### config.mk
export PLATFORM = sky130hd
export DESIGN_NAME = store_unit
export DESIGN_NICKNAME = d
export VERILOG_FILES = /design/src/hdl/lsu_pkg.sv /design/src/hdl/dmem_write_ctrl.sv /design/src/hdl/store_lane_align.sv /design/src/hdl/store_queue.sv /design/src/hdl/store_unit.sv
export VERILOG_INCLUDE_DIRS = /design/src /design/src/hdl
export SDC_FILE = /design/constraint.sdc
export NUM_CORES = 2
export LEC_CHECK = 0
export BUFFER_PORTS_ARGS = -buffer_cell sky130_fd_sc_hd__buf_4
export CORE_ASPECT_RATIO = 1.2
export CORE_MARGIN = 10
export CORE_UTILIZATION = 25
export CTS_BUF_LIST = sky130_fd_sc_hd__clkbuf_8
export CTS_CLUSTER_DIAMETER = 100
export CTS_CLUSTER_SIZE = 24
export DETAILED_ROUTE_END_ITERATION = 8
export MAX_ROUTING_LAYER = met4
export PLACE_DENSITY = 0.47
export SLEW_MARGIN = 15
export SYNTH_ARGS = -nofsm -noshare
export SYNTH_HDL_FRONTEND = slang
export SYNTH_SLANG_ARGS = --single-unit
### constraint.sdc
create_clock -name clk -period 16.85 [get_ports clk]
set_input_delay 0.8425 -clock clk [delete_from_list [all_inputs] [get_ports clk]]
set_output_delay 0.8425 -clock clk [all_outputs]
set_load 0.01 [all_outputs]
### src/hdl/lsu_defs.svh
`ifndef LSU_DEFS_SVH
`define LSU_DEFS_SVH

// store queue depth, eight entries by default
`define SQ_DEPTH_LOG2 3
`define SQ_ENTRIES (1 << `SQ_DEPTH_LOG2)

// reorder buffer tag width
`define ROB_TAG_W 3

// common data bus broadcast ports
`define CDB_PORTS 4

`endif

### src/hdl/lsu_pkg.sv
`include "lsu_defs.svh"

package lsu_pkg;

    // funct3 encoding of the store opcodes
    typedef enum logic [2:0] {
        store_sb = 3'b000,
        store_sh = 3'b001,
        store_sw = 3'b010
    } store_op_e;

    typedef logic [`ROB_TAG_W-1:0] rob_tag_t;

    typedef struct packed {
        logic [29:0] index;
        logic [1:0]  offset;
    } mem_addr_fields_t;

    // byte address, whole or split into word index and byte lane
    typedef union packed {
        logic [31:0]      word;
        mem_addr_fields_t fields;
    } mem_addr_u;

    typedef struct packed {
        logic        regfile_ready;
        logic [31:0] regfile_value;
        logic        rob_ready;
        logic [31:0] rob_value;
        rob_tag_t    tag;
    } operand_src_t;

    typedef struct packed {
        store_op_e    op;
        logic [31:0]  imm;
        rob_tag_t     target;
        operand_src_t base;
        operand_src_t data;
    } sq_issue_t;

    typedef struct packed {
        logic        valid;
        rob_tag_t    tag;
        logic [31:0] value;
    } cdb_bcast_t;

    typedef struct packed {
        logic        ready;
        store_op_e   op;
        rob_tag_t    tag;
        logic [31:0] base;
        logic [31:0] imm;
        logic [31:0] data;
    } sq_head_t;

    typedef struct packed {
        logic [31:0] addr;
        logic [3:0]  mask;
        logic [31:0] data;
    } dmem_wreq_t;

    typedef struct packed {
        logic     valid;
        rob_tag_t tag;
    } store_done_t;

endpackage

### src/hdl/dmem_write_ctrl.sv
`timescale 1ns/10ps

module dmem_write_ctrl (
    input  logic                 clk,
    input  logic                 arst_n,
    input  logic                 flush,
    input  logic                 head_valid,
    input  logic                 head_ready,
    input  lsu_pkg::rob_tag_t    head_tag,
    input  lsu_pkg::rob_tag_t    rob_head,
    input  lsu_pkg::dmem_wreq_t  wreq_in,
    output logic                 dmem_req_valid,
    output lsu_pkg::dmem_wreq_t  dmem_wreq,
    input  logic                 dmem_ack,
    output logic                 retire,
    output lsu_pkg::store_done_t store_done
);
    import lsu_pkg::*;

    typedef enum logic {
        st_idle,
        st_pending
    } state_e;

    state_e     state_q;
    dmem_wreq_t wreq_q;
    rob_tag_t   tag_q;
    logic       launch;

    // oldest store may only write once it is the rob head
    assign launch = head_valid && head_ready && (head_tag == rob_head);

    assign dmem_req_valid = !flush && ((state_q == st_pending) || launch);
    assign dmem_wreq      = (state_q == st_pending) ? wreq_q : wreq_in;
    assign retire         = dmem_req_valid && dmem_ack;

    assign store_done.valid = retire;
    assign store_done.tag   = (state_q == st_pending) ? tag_q : head_tag;

    always_ff @(posedge clk or negedge arst_n) begin
        if (!arst_n) begin
            state_q <= st_idle;
        end else if (flush) begin
            state_q <= st_idle;
        end else begin
            case (state_q)
                st_idle: begin
                    if (dmem_req_valid && !dmem_ack) begin
                        state_q <= st_pending;
                    end
                end
                st_pending: begin
                    if (dmem_ack) begin
                        state_q <= st_idle;
                    end
                end
                default: state_q <= st_idle;
            endcase
        end
    end

    // hold the request while memory stalls
    always_ff @(posedge clk) begin
        if ((state_q == st_idle) && launch) begin
            wreq_q <= wreq_in;
            tag_q  <= head_tag;
        end
    end

endmodule

### src/hdl/store_lane_align.sv
`timescale 1ns/10ps

module store_lane_align (
    input  lsu_pkg::sq_head_t   head,
    output lsu_pkg::dmem_wreq_t wreq
);
    import lsu_pkg::*;

    mem_addr_u addr;

    assign addr.word = head.base + head.imm;

    always_comb begin
        // memory sees the byte address
        wreq.addr = addr.word;
        wreq.mask = '0;
        wreq.data = '0;
        case (head.op)
            store_sb: begin
                wreq.mask = 4'b0001 << addr.fields.offset;
                wreq.data = {24'b0, head.data[7:0]} << {addr.fields.offset, 3'b000};
            end
            store_sh: begin
                // halfword lane from offset bit 1 only
                wreq.mask = 4'b0011 << {addr.fields.offset[1], 1'b0};
                wreq.data = {16'b0, head.data[15:0]} << {addr.fields.offset[1], 4'b0000};
            end
            store_sw: begin
                wreq.mask = 4'b1111;
                wreq.data = head.data;
            end
            default: begin
                wreq.mask = '0;
                wreq.data = '0;
            end
        endcase
    end

endmodule

### src/hdl/store_queue.sv
`timescale 1ns/10ps
`include "lsu_defs.svh"

module store_queue (
    input  logic                clk,
    input  logic                arst_n,
    input  logic                flush,
    input  logic                issue_valid,
    input  lsu_pkg::sq_issue_t  issue,
    input  lsu_pkg::cdb_bcast_t cdb [`CDB_PORTS],
    input  logic                retire,
    output lsu_pkg::sq_head_t   head,
    output logic                head_valid,
    output logic                credit_return
);
    import lsu_pkg::*;

    typedef struct packed {
        logic        ready;
        rob_tag_t    tag;
        logic [31:0] value;
    } operand_t;

    typedef struct packed {
        store_op_e   op;
        rob_tag_t    target;
        logic [31:0] imm;
        operand_t    base;
        operand_t    data;
    } sq_entry_t;

    logic [`SQ_ENTRIES-1:0]   valid_q;
    sq_entry_t                entry_q [`SQ_ENTRIES];
    logic [`SQ_DEPTH_LOG2-1:0] wr_ptr;
    logic [`SQ_DEPTH_LOG2-1:0] rd_ptr;
    logic [`SQ_DEPTH_LOG2:0]   count_q;
    sq_entry_t                new_entry;
    logic                     pop;

    // regfile value wins over the rob bypass
    function automatic operand_t capture(operand_src_t src);
        operand_t res;
        res.tag = src.tag;
        if (src.regfile_ready) begin
            res.ready = 1'b1;
            res.value = src.regfile_value;
        end else if (src.rob_ready) begin
            res.ready = 1'b1;
            res.value = src.rob_value;
        end else begin
            res.ready = 1'b0;
            res.value = '0;
        end
        return res;
    endfunction

    always_comb begin
        new_entry.op     = issue.op;
        new_entry.target = issue.target;
        new_entry.imm    = issue.imm;
        new_entry.base   = capture(issue.base);
        new_entry.data   = capture(issue.data);
    end

    assign credit_return = retire && (count_q != '0);
    assign pop           = credit_return;

    // pointers, occupancy and valid bits
    always_ff @(posedge clk or negedge arst_n) begin
        if (!arst_n) begin
            wr_ptr  <= '0;
            rd_ptr  <= '0;
            count_q <= '0;
            valid_q <= '0;
        end else if (flush) begin
            wr_ptr  <= '0;
            rd_ptr  <= '0;
            count_q <= '0;
            valid_q <= '0;
        end else begin
            if (pop) begin
                valid_q[rd_ptr] <= 1'b0;
                rd_ptr          <= rd_ptr + 1'b1;
            end
            if (issue_valid) begin
                valid_q[wr_ptr] <= 1'b1;
                wr_ptr          <= wr_ptr + 1'b1;
            end
            case ({issue_valid, pop})
                2'b10:   count_q <= count_q + 1'b1;
                2'b01:   count_q <= count_q - 1'b1;
                default: count_q <= count_q;
            endcase
        end
    end

    // entry payload: cdb wakeup, then allocation into the free slot
    always_ff @(posedge clk) begin
        for (int i = 0; i < `SQ_ENTRIES; i++) begin
            for (int j = 0; j < `CDB_PORTS; j++) begin
                if (valid_q[i] && cdb[j].valid) begin
                    if (!entry_q[i].base.ready && (entry_q[i].base.tag == cdb[j].tag)) begin
                        entry_q[i].base.ready <= 1'b1;
                        entry_q[i].base.value <= cdb[j].value;
                    end
                    if (!entry_q[i].data.ready && (entry_q[i].data.tag == cdb[j].tag)) begin
                        entry_q[i].data.ready <= 1'b1;
                        entry_q[i].data.value <= cdb[j].value;
                    end
                end
            end
        end
        if (issue_valid) begin
            entry_q[wr_ptr] <= new_entry;
        end
    end

    assign head_valid = valid_q[rd_ptr];

    always_comb begin
        head.ready = entry_q[rd_ptr].base.ready && entry_q[rd_ptr].data.ready;
        head.op    = entry_q[rd_ptr].op;
        head.tag   = entry_q[rd_ptr].target;
        head.base  = entry_q[rd_ptr].base.value;
        head.imm   = entry_q[rd_ptr].imm;
        head.data  = entry_q[rd_ptr].data.value;
    end

endmodule

### src/hdl/store_unit.sv
`timescale 1ns/10ps
`include "lsu_defs.svh"

module store_unit (
    input  logic                 clk,
    input  logic                 arst_n,
    input  logic                 flush,
    input  logic                 issue_valid,
    input  lsu_pkg::sq_issue_t   issue,
    input  lsu_pkg::cdb_bcast_t  cdb [`CDB_PORTS],
    input  lsu_pkg::rob_tag_t    rob_head,
    output logic                 credit_return,
    output logic                 dmem_req_valid,
    output lsu_pkg::dmem_wreq_t  dmem_wreq,
    input  logic                 dmem_ack,
    output lsu_pkg::store_done_t store_done
);
    import lsu_pkg::*;

    sq_head_t   head;
    logic       head_valid;
    logic       retire;
    dmem_wreq_t aligned_wreq;

    store_queue store_queue_i (
        .clk           (clk),
        .arst_n        (arst_n),
        .flush         (flush),
        .issue_valid   (issue_valid),
        .issue         (issue),
        .cdb           (cdb),
        .retire        (retire),
        .head          (head),
        .head_valid    (head_valid),
        .credit_return (credit_return)
    );

    store_lane_align store_lane_align_i (
        .head (head),
        .wreq (aligned_wreq)
    );

    dmem_write_ctrl dmem_write_ctrl_i (
        .clk            (clk),
        .arst_n         (arst_n),
        .flush          (flush),
        .head_valid     (head_valid),
        .head_ready     (head.ready),
        .head_tag       (head.tag),
        .rob_head       (rob_head),
        .wreq_in        (aligned_wreq),
        .dmem_req_valid (dmem_req_valid),
        .dmem_wreq      (dmem_wreq),
        .dmem_ack       (dmem_ack),
        .retire         (retire),
        .store_done     (store_done)
    );

endmodule

==> impl_summary.log <==
INFO  metric status = complete, no violations
INFO  metric drt_pass1_iterations = 6
INFO  metric endpoint_kind = output pin
INFO  metric max_cap_violations = 0
INFO  metric cts_inserted_buffers = between 50 and 60
INFO  metric critPathRequiredTime = roughly 16 ns
INFO  metric die_height = approximately 560 um
INFO  metric postSynthNetCount = about 6.6k
INFO  metric worstPathBufferInverterCount = 3
INFO  metric finish.net_count = 6444
INFO  metric syn2layout_area_growth = 11.6%
INFO  metric critPathLaunchType = register
INFO  metric postSynth.asyncResetShare = 0.0196
INFO  metric syn-cell-area = roughly 60000 um2
INFO  metric p_leak = ~21 nW
INFO  metric synthDistinctLibCells = 76
INFO  metric initial_utilization = 0.252
INFO  metric wirelength = a little under 300 mm
INFO  metric remaining_drc_errors = 0
INFO  metric cts_root_buf = sky130_fd_sc_hd__clkbuf_8
INFO  metric critPathSlowestCell = sky130_fd_sc_hd__dfrtp_2
INFO  metric drtIter0Drc = ~6.2k
INFO  metric synth_commonest_cells = sky130_fd_sc_hd__nor2_1, sky130_fd_sc_hd__a21oi_1, sky130_fd_sc_hd__edfxtp_1, sky130_fd_sc_hd__clkbuf_1, sky130_fd_sc_hd__a211oi_1
INFO  metric holdCritPathClass = in -> reg
INFO  metric cts.sink_count = 970
INFO  metric core = 241000 um2
INFO  metric drt-vias-per-instance = between 5 and 6
INFO  metric timing.critical_path.cells = nor2b_4 > and2_2 > buf_4 > buf_4 > a22oi_1 > nand4_1 > ha_1 > nand4_1 > a31oi_1 > o21ai_0 > a31oi_1 > o311a_1 > a2111oi_0 > nor3b_1 > buf_4
INFO  metric clk_path_buf_depth = 3
INFO  metric ctsHtreeMaxLevel = 2
INFO  metric setup_repair_after_global_routing_missed_its_margin = no
INFO  metric count_of_state_elements_after_synthesis = a little under 1k
INFO  metric yosysMostFrequentCell = sky130_fd_sc_hd__nor2_1
INFO  metric finalSetupTns = 0 ns
INFO  metric ant_nets = 0
INFO  metric post_synth.cell_area_avg = between 9 and 10 um2
INFO  metric synth_area_leader_cell = sky130_fd_sc_hd__edfxtp_1
INFO  metric gr-usage-all-layers = 0.222
INFO  metric hold_slack = ~0.11 ns
INFO  metric synth_enable_flop_cells = about 940
INFO  metric final-setup-viol-count = 0
INFO  metric finish.cell_count_without_fillers = 9361
INFO  metric worst_slew_pin_slew = roughly 1.3 ns
INFO  metric netlist.area_leader.share = 0.464
INFO  metric route.vias.total = around 53k
INFO  metric finalWorstSetupSlack = just over 9 ns
INFO  metric crit_fanout = 36
INFO  metric critical-path-top-cell-by-count = sky130_fd_sc_hd__buf_4
INFO  metric timing.max_slew.rel_slack = 0.139
INFO  metric number_of_cells_produced_by_synthesis = just over 6k
INFO  metric die_width = about 470 um
INFO  metric ios = around 400
INFO  metric clock-skew-final = 0.0700 ns
INFO  metric grt_pass1_wl = roughly 410 mm
INFO  metric layout_worst_path_cycle_share = 0.449
INFO  metric critical_path_class = reg -> out
INFO  metric dp_hpwl = 187 mm
INFO  metric dpl.cell_count = roughly 9.2k
INFO  metric wl_per_cell = between 30 and 40 um
INFO  metric timing_max_transition_violations_final = 0
INFO  metric synth.top_cells.by_area = sky130_fd_sc_hd__edfxtp_1, sky130_fd_sc_hd__mux2i_1, sky130_fd_sc_hd__a21oi_1
INFO  metric worst_path_max_stage_delay = ~1 ns
INFO  metric yosysWarnings = 0
INFO  metric grt-ovfl-total = 0
INFO  metric layout-drive-gt1-share = 0.127
INFO  metric power.ir.vdd_worst = 0.0651 mV
INFO  metric clock_transition_at_the_registers_of_the_reported_paths = between 0.15 and 0.2 ns
INFO  metric die_area = roughly 260000 um2
INFO  metric hold_viol = 0
INFO  metric synth.yosys.seq_area_share = 0.477
INFO  metric grt_pass1_vias = a little over 50k
INFO  metric post-place-ws = between 10 and 15 ns
INFO  metric grt_start_max_net_pins = between 100 and 150
INFO  metric top_flip_flop_cell_by_instance_count_after_synthesis = sky130_fd_sc_hd__edfxtp_1
INFO  metric clock_latency = about 0.94 ns
INFO  metric routabilityCongestion = approximately 0.86
INFO  metric power_per_standard_cell_area = approximately 76 nW/um2
INFO  metric maxClockFrequency = between 100 and 150 MHz
INFO  metric cts_resized = 0
INFO  metric placement_rows = roughly 200
INFO  metric fin_crit = between 7 and 8 ns
INFO  metric cp_top_family = compound AO/OA/AOI/OAI gates
INFO  metric grt_antenna_before_repair = 73
INFO  metric critPathArrivalTime = around 6.7 ns
INFO  metric cts_tree = done
INFO  metric placement.io_buffers = roughly 400
## state kept, by name (all words and copies together), names as in the netlist
signal and flops:
store_queue_i.wr_ptr 3, store_queue_i.entry_q 880, store_queue_i.valid_q 8, store_queue_i.count_q 4, dmem_write_ctrl_i.wreq_q 68, dmem_write_ctrl_i.state_q 1
store_queue_i.rd_ptr 3, dmem_write_ctrl_i.tag_q 3
## path summary, 6_finish.rpt
| path | endpoint | slack, ns | cells past startpoint | from |
|---|---|---|---|---|
| setup / recovery | dmem_wreq[65] | 9.29 | 15 | store_queue_i.rd_ptr[1] |
| hold / removal | dmem_write_ctrl_i.state_q | 0.11 | 2 | dmem_ack |
| setup reg to reg | dmem_write_ctrl_i.wreq_q[67] | 11.07 | 14 | store_queue_i.rd_ptr[1] |
| hold reg to reg | store_queue_i.entry_q[5][71] | 0.53 | 1 | store_queue_i.entry_q[5][71] |
| max in group asynchronous | store_queue_i.rd_ptr[2] | 16.18 | 2 | arst_n |
| min in group asynchronous | store_queue_i.valid_q[1] | 0.39 | 2 | arst_n |
## area by class of cell
| type | instances | area [um2] |
|---|---|---|
| clock buffers | 57 | 785 |
| multi-input cells | 4481 | 29100 |
| diodes | 59 | 148 |
| flip-flops and latches | 970 | 28900 |
| well taps | 3184 | 3980 |
| repair buffers | 542 | 4120 |
| clock inverters | 41 | 404 |
| fillers | 25500 | 173000 |
| inverters | 27 | 143 |
## metal layers
layer,wire [um],track usage,vias up,share of wire
met1,123000,0.282,26600,0.41
met4,14800,0.105,0,0.050
li1,-,-,23200,-
met5,0,-,-,0
met3,22300,0.0320,599,0.075
met2,138000,0.348,2907,0.46
## logic make-up after synthesis
group	share of synthesized area
AOI/OAI and AO/OA	0.227
and+or+nand+nor	0.105
DFF	0.477
buffers and inverters	0.0511
muxes	0.0992
xor gates and xnor gates	0.0330
adders and majority gates	0.00790
## worst register-to-register path, stage by stage (launching register included)
cell and delay, ns:
sky130_fd_sc_hd__dfrtp_2 0.99, sky130_fd_sc_hd__nor2b_4 0.36, sky130_fd_sc_hd__and2_2 0.16, sky130_fd_sc_hd__buf_4 0.45
sky130_fd_sc_hd__buf_4 0.65, sky130_fd_sc_hd__a22oi_1 0.22, sky130_fd_sc_hd__nand4_1 0.26, sky130_fd_sc_hd__ha_1 0.32
sky130_fd_sc_hd__nand4_1 0.15, sky130_fd_sc_hd__a31oi_1 0.20, sky130_fd_sc_hd__o21ai_0 0.53, sky130_fd_sc_hd__a21oi_1 0.26
sky130_fd_sc_hd__o31ai_1 0.58, sky130_fd_sc_hd__o21ai_0 0.21, sky130_fd_sc_hd__xor2_1 0.19
## where the power goes
group | switching (W) | internal [W]
Combinational | 0.000699 | 0.000376
Sequential | 0.0000412 | 0.00275
Clock | 0.000923 | 0.000357
Total | 0.00166 | 0.00348
## per-stage QoR
stage          total power, W  area [um2]  utilization
2_1_floorplan         0.00343       60500            -
3_3_place_gp          0.00390       66100        0.275
3_5_place_dp          0.00391       66100        0.275
4_1_cts               0.00516       67300        0.280
5_1_grt               0.00534       67500        0.281
6_report              0.00515       67500        0.281
## cells in the final DEF, fill, tap and decap left out, types with 17 or more instances in the layout
cell / netlist / layout
sky130_fd_sc_hd__edfxtp_1: 935 / 935
sky130_fd_sc_hd__inv_1: 24 / 25
sky130_fd_sc_hd__xor2_1: 157 / 157
sky130_fd_sc_hd__or4_1: 33 / 33
sky130_fd_sc_hd__nor2b_1: 25 / 23
sky130_fd_sc_hd__o21ai_0: 28 / 28
sky130_fd_sc_hd__mux2_2: 48 / 48
sky130_fd_sc_hd__a211oi_1: 580 / 580
sky130_fd_sc_hd__xnor2_1: 71 / 71
sky130_fd_sc_hd__nand3_1: 65 / 49
sky130_fd_sc_hd__clkbuf_8: 0 / 58
sky130_fd_sc_hd__o22ai_1: 144 / 144
sky130_fd_sc_hd__nand3b_1: 17 / 17
sky130_fd_sc_hd__nand2_1: 86 / 86
sky130_fd_sc_hd__mux2i_1: 523 / 522
sky130_fd_sc_hd__a21oi_1: 1002 / 1002
sky130_fd_sc_hd__a22oi_1: 318 / 318
sky130_fd_sc_hd__diode_2: 0 / 59
sky130_fd_sc_hd__nor2_1: 1021 / 1020
sky130_fd_sc_hd__nor3_2: 3 / 33
sky130_fd_sc_hd__buf_4: 3 / 537
sky130_fd_sc_hd__ha_1: 35 / 35
sky130_fd_sc_hd__nor3_1: 52 / 20
sky130_fd_sc_hd__nand4_1: 94 / 94
## timing repair
action | 4_1_cts | 5_1_grt
endpoints found under the hold margin | 19 | 0
hold buffers | 1 | 0
buffers inserted | 0 | 0
(Power assumes the default switching activity.)
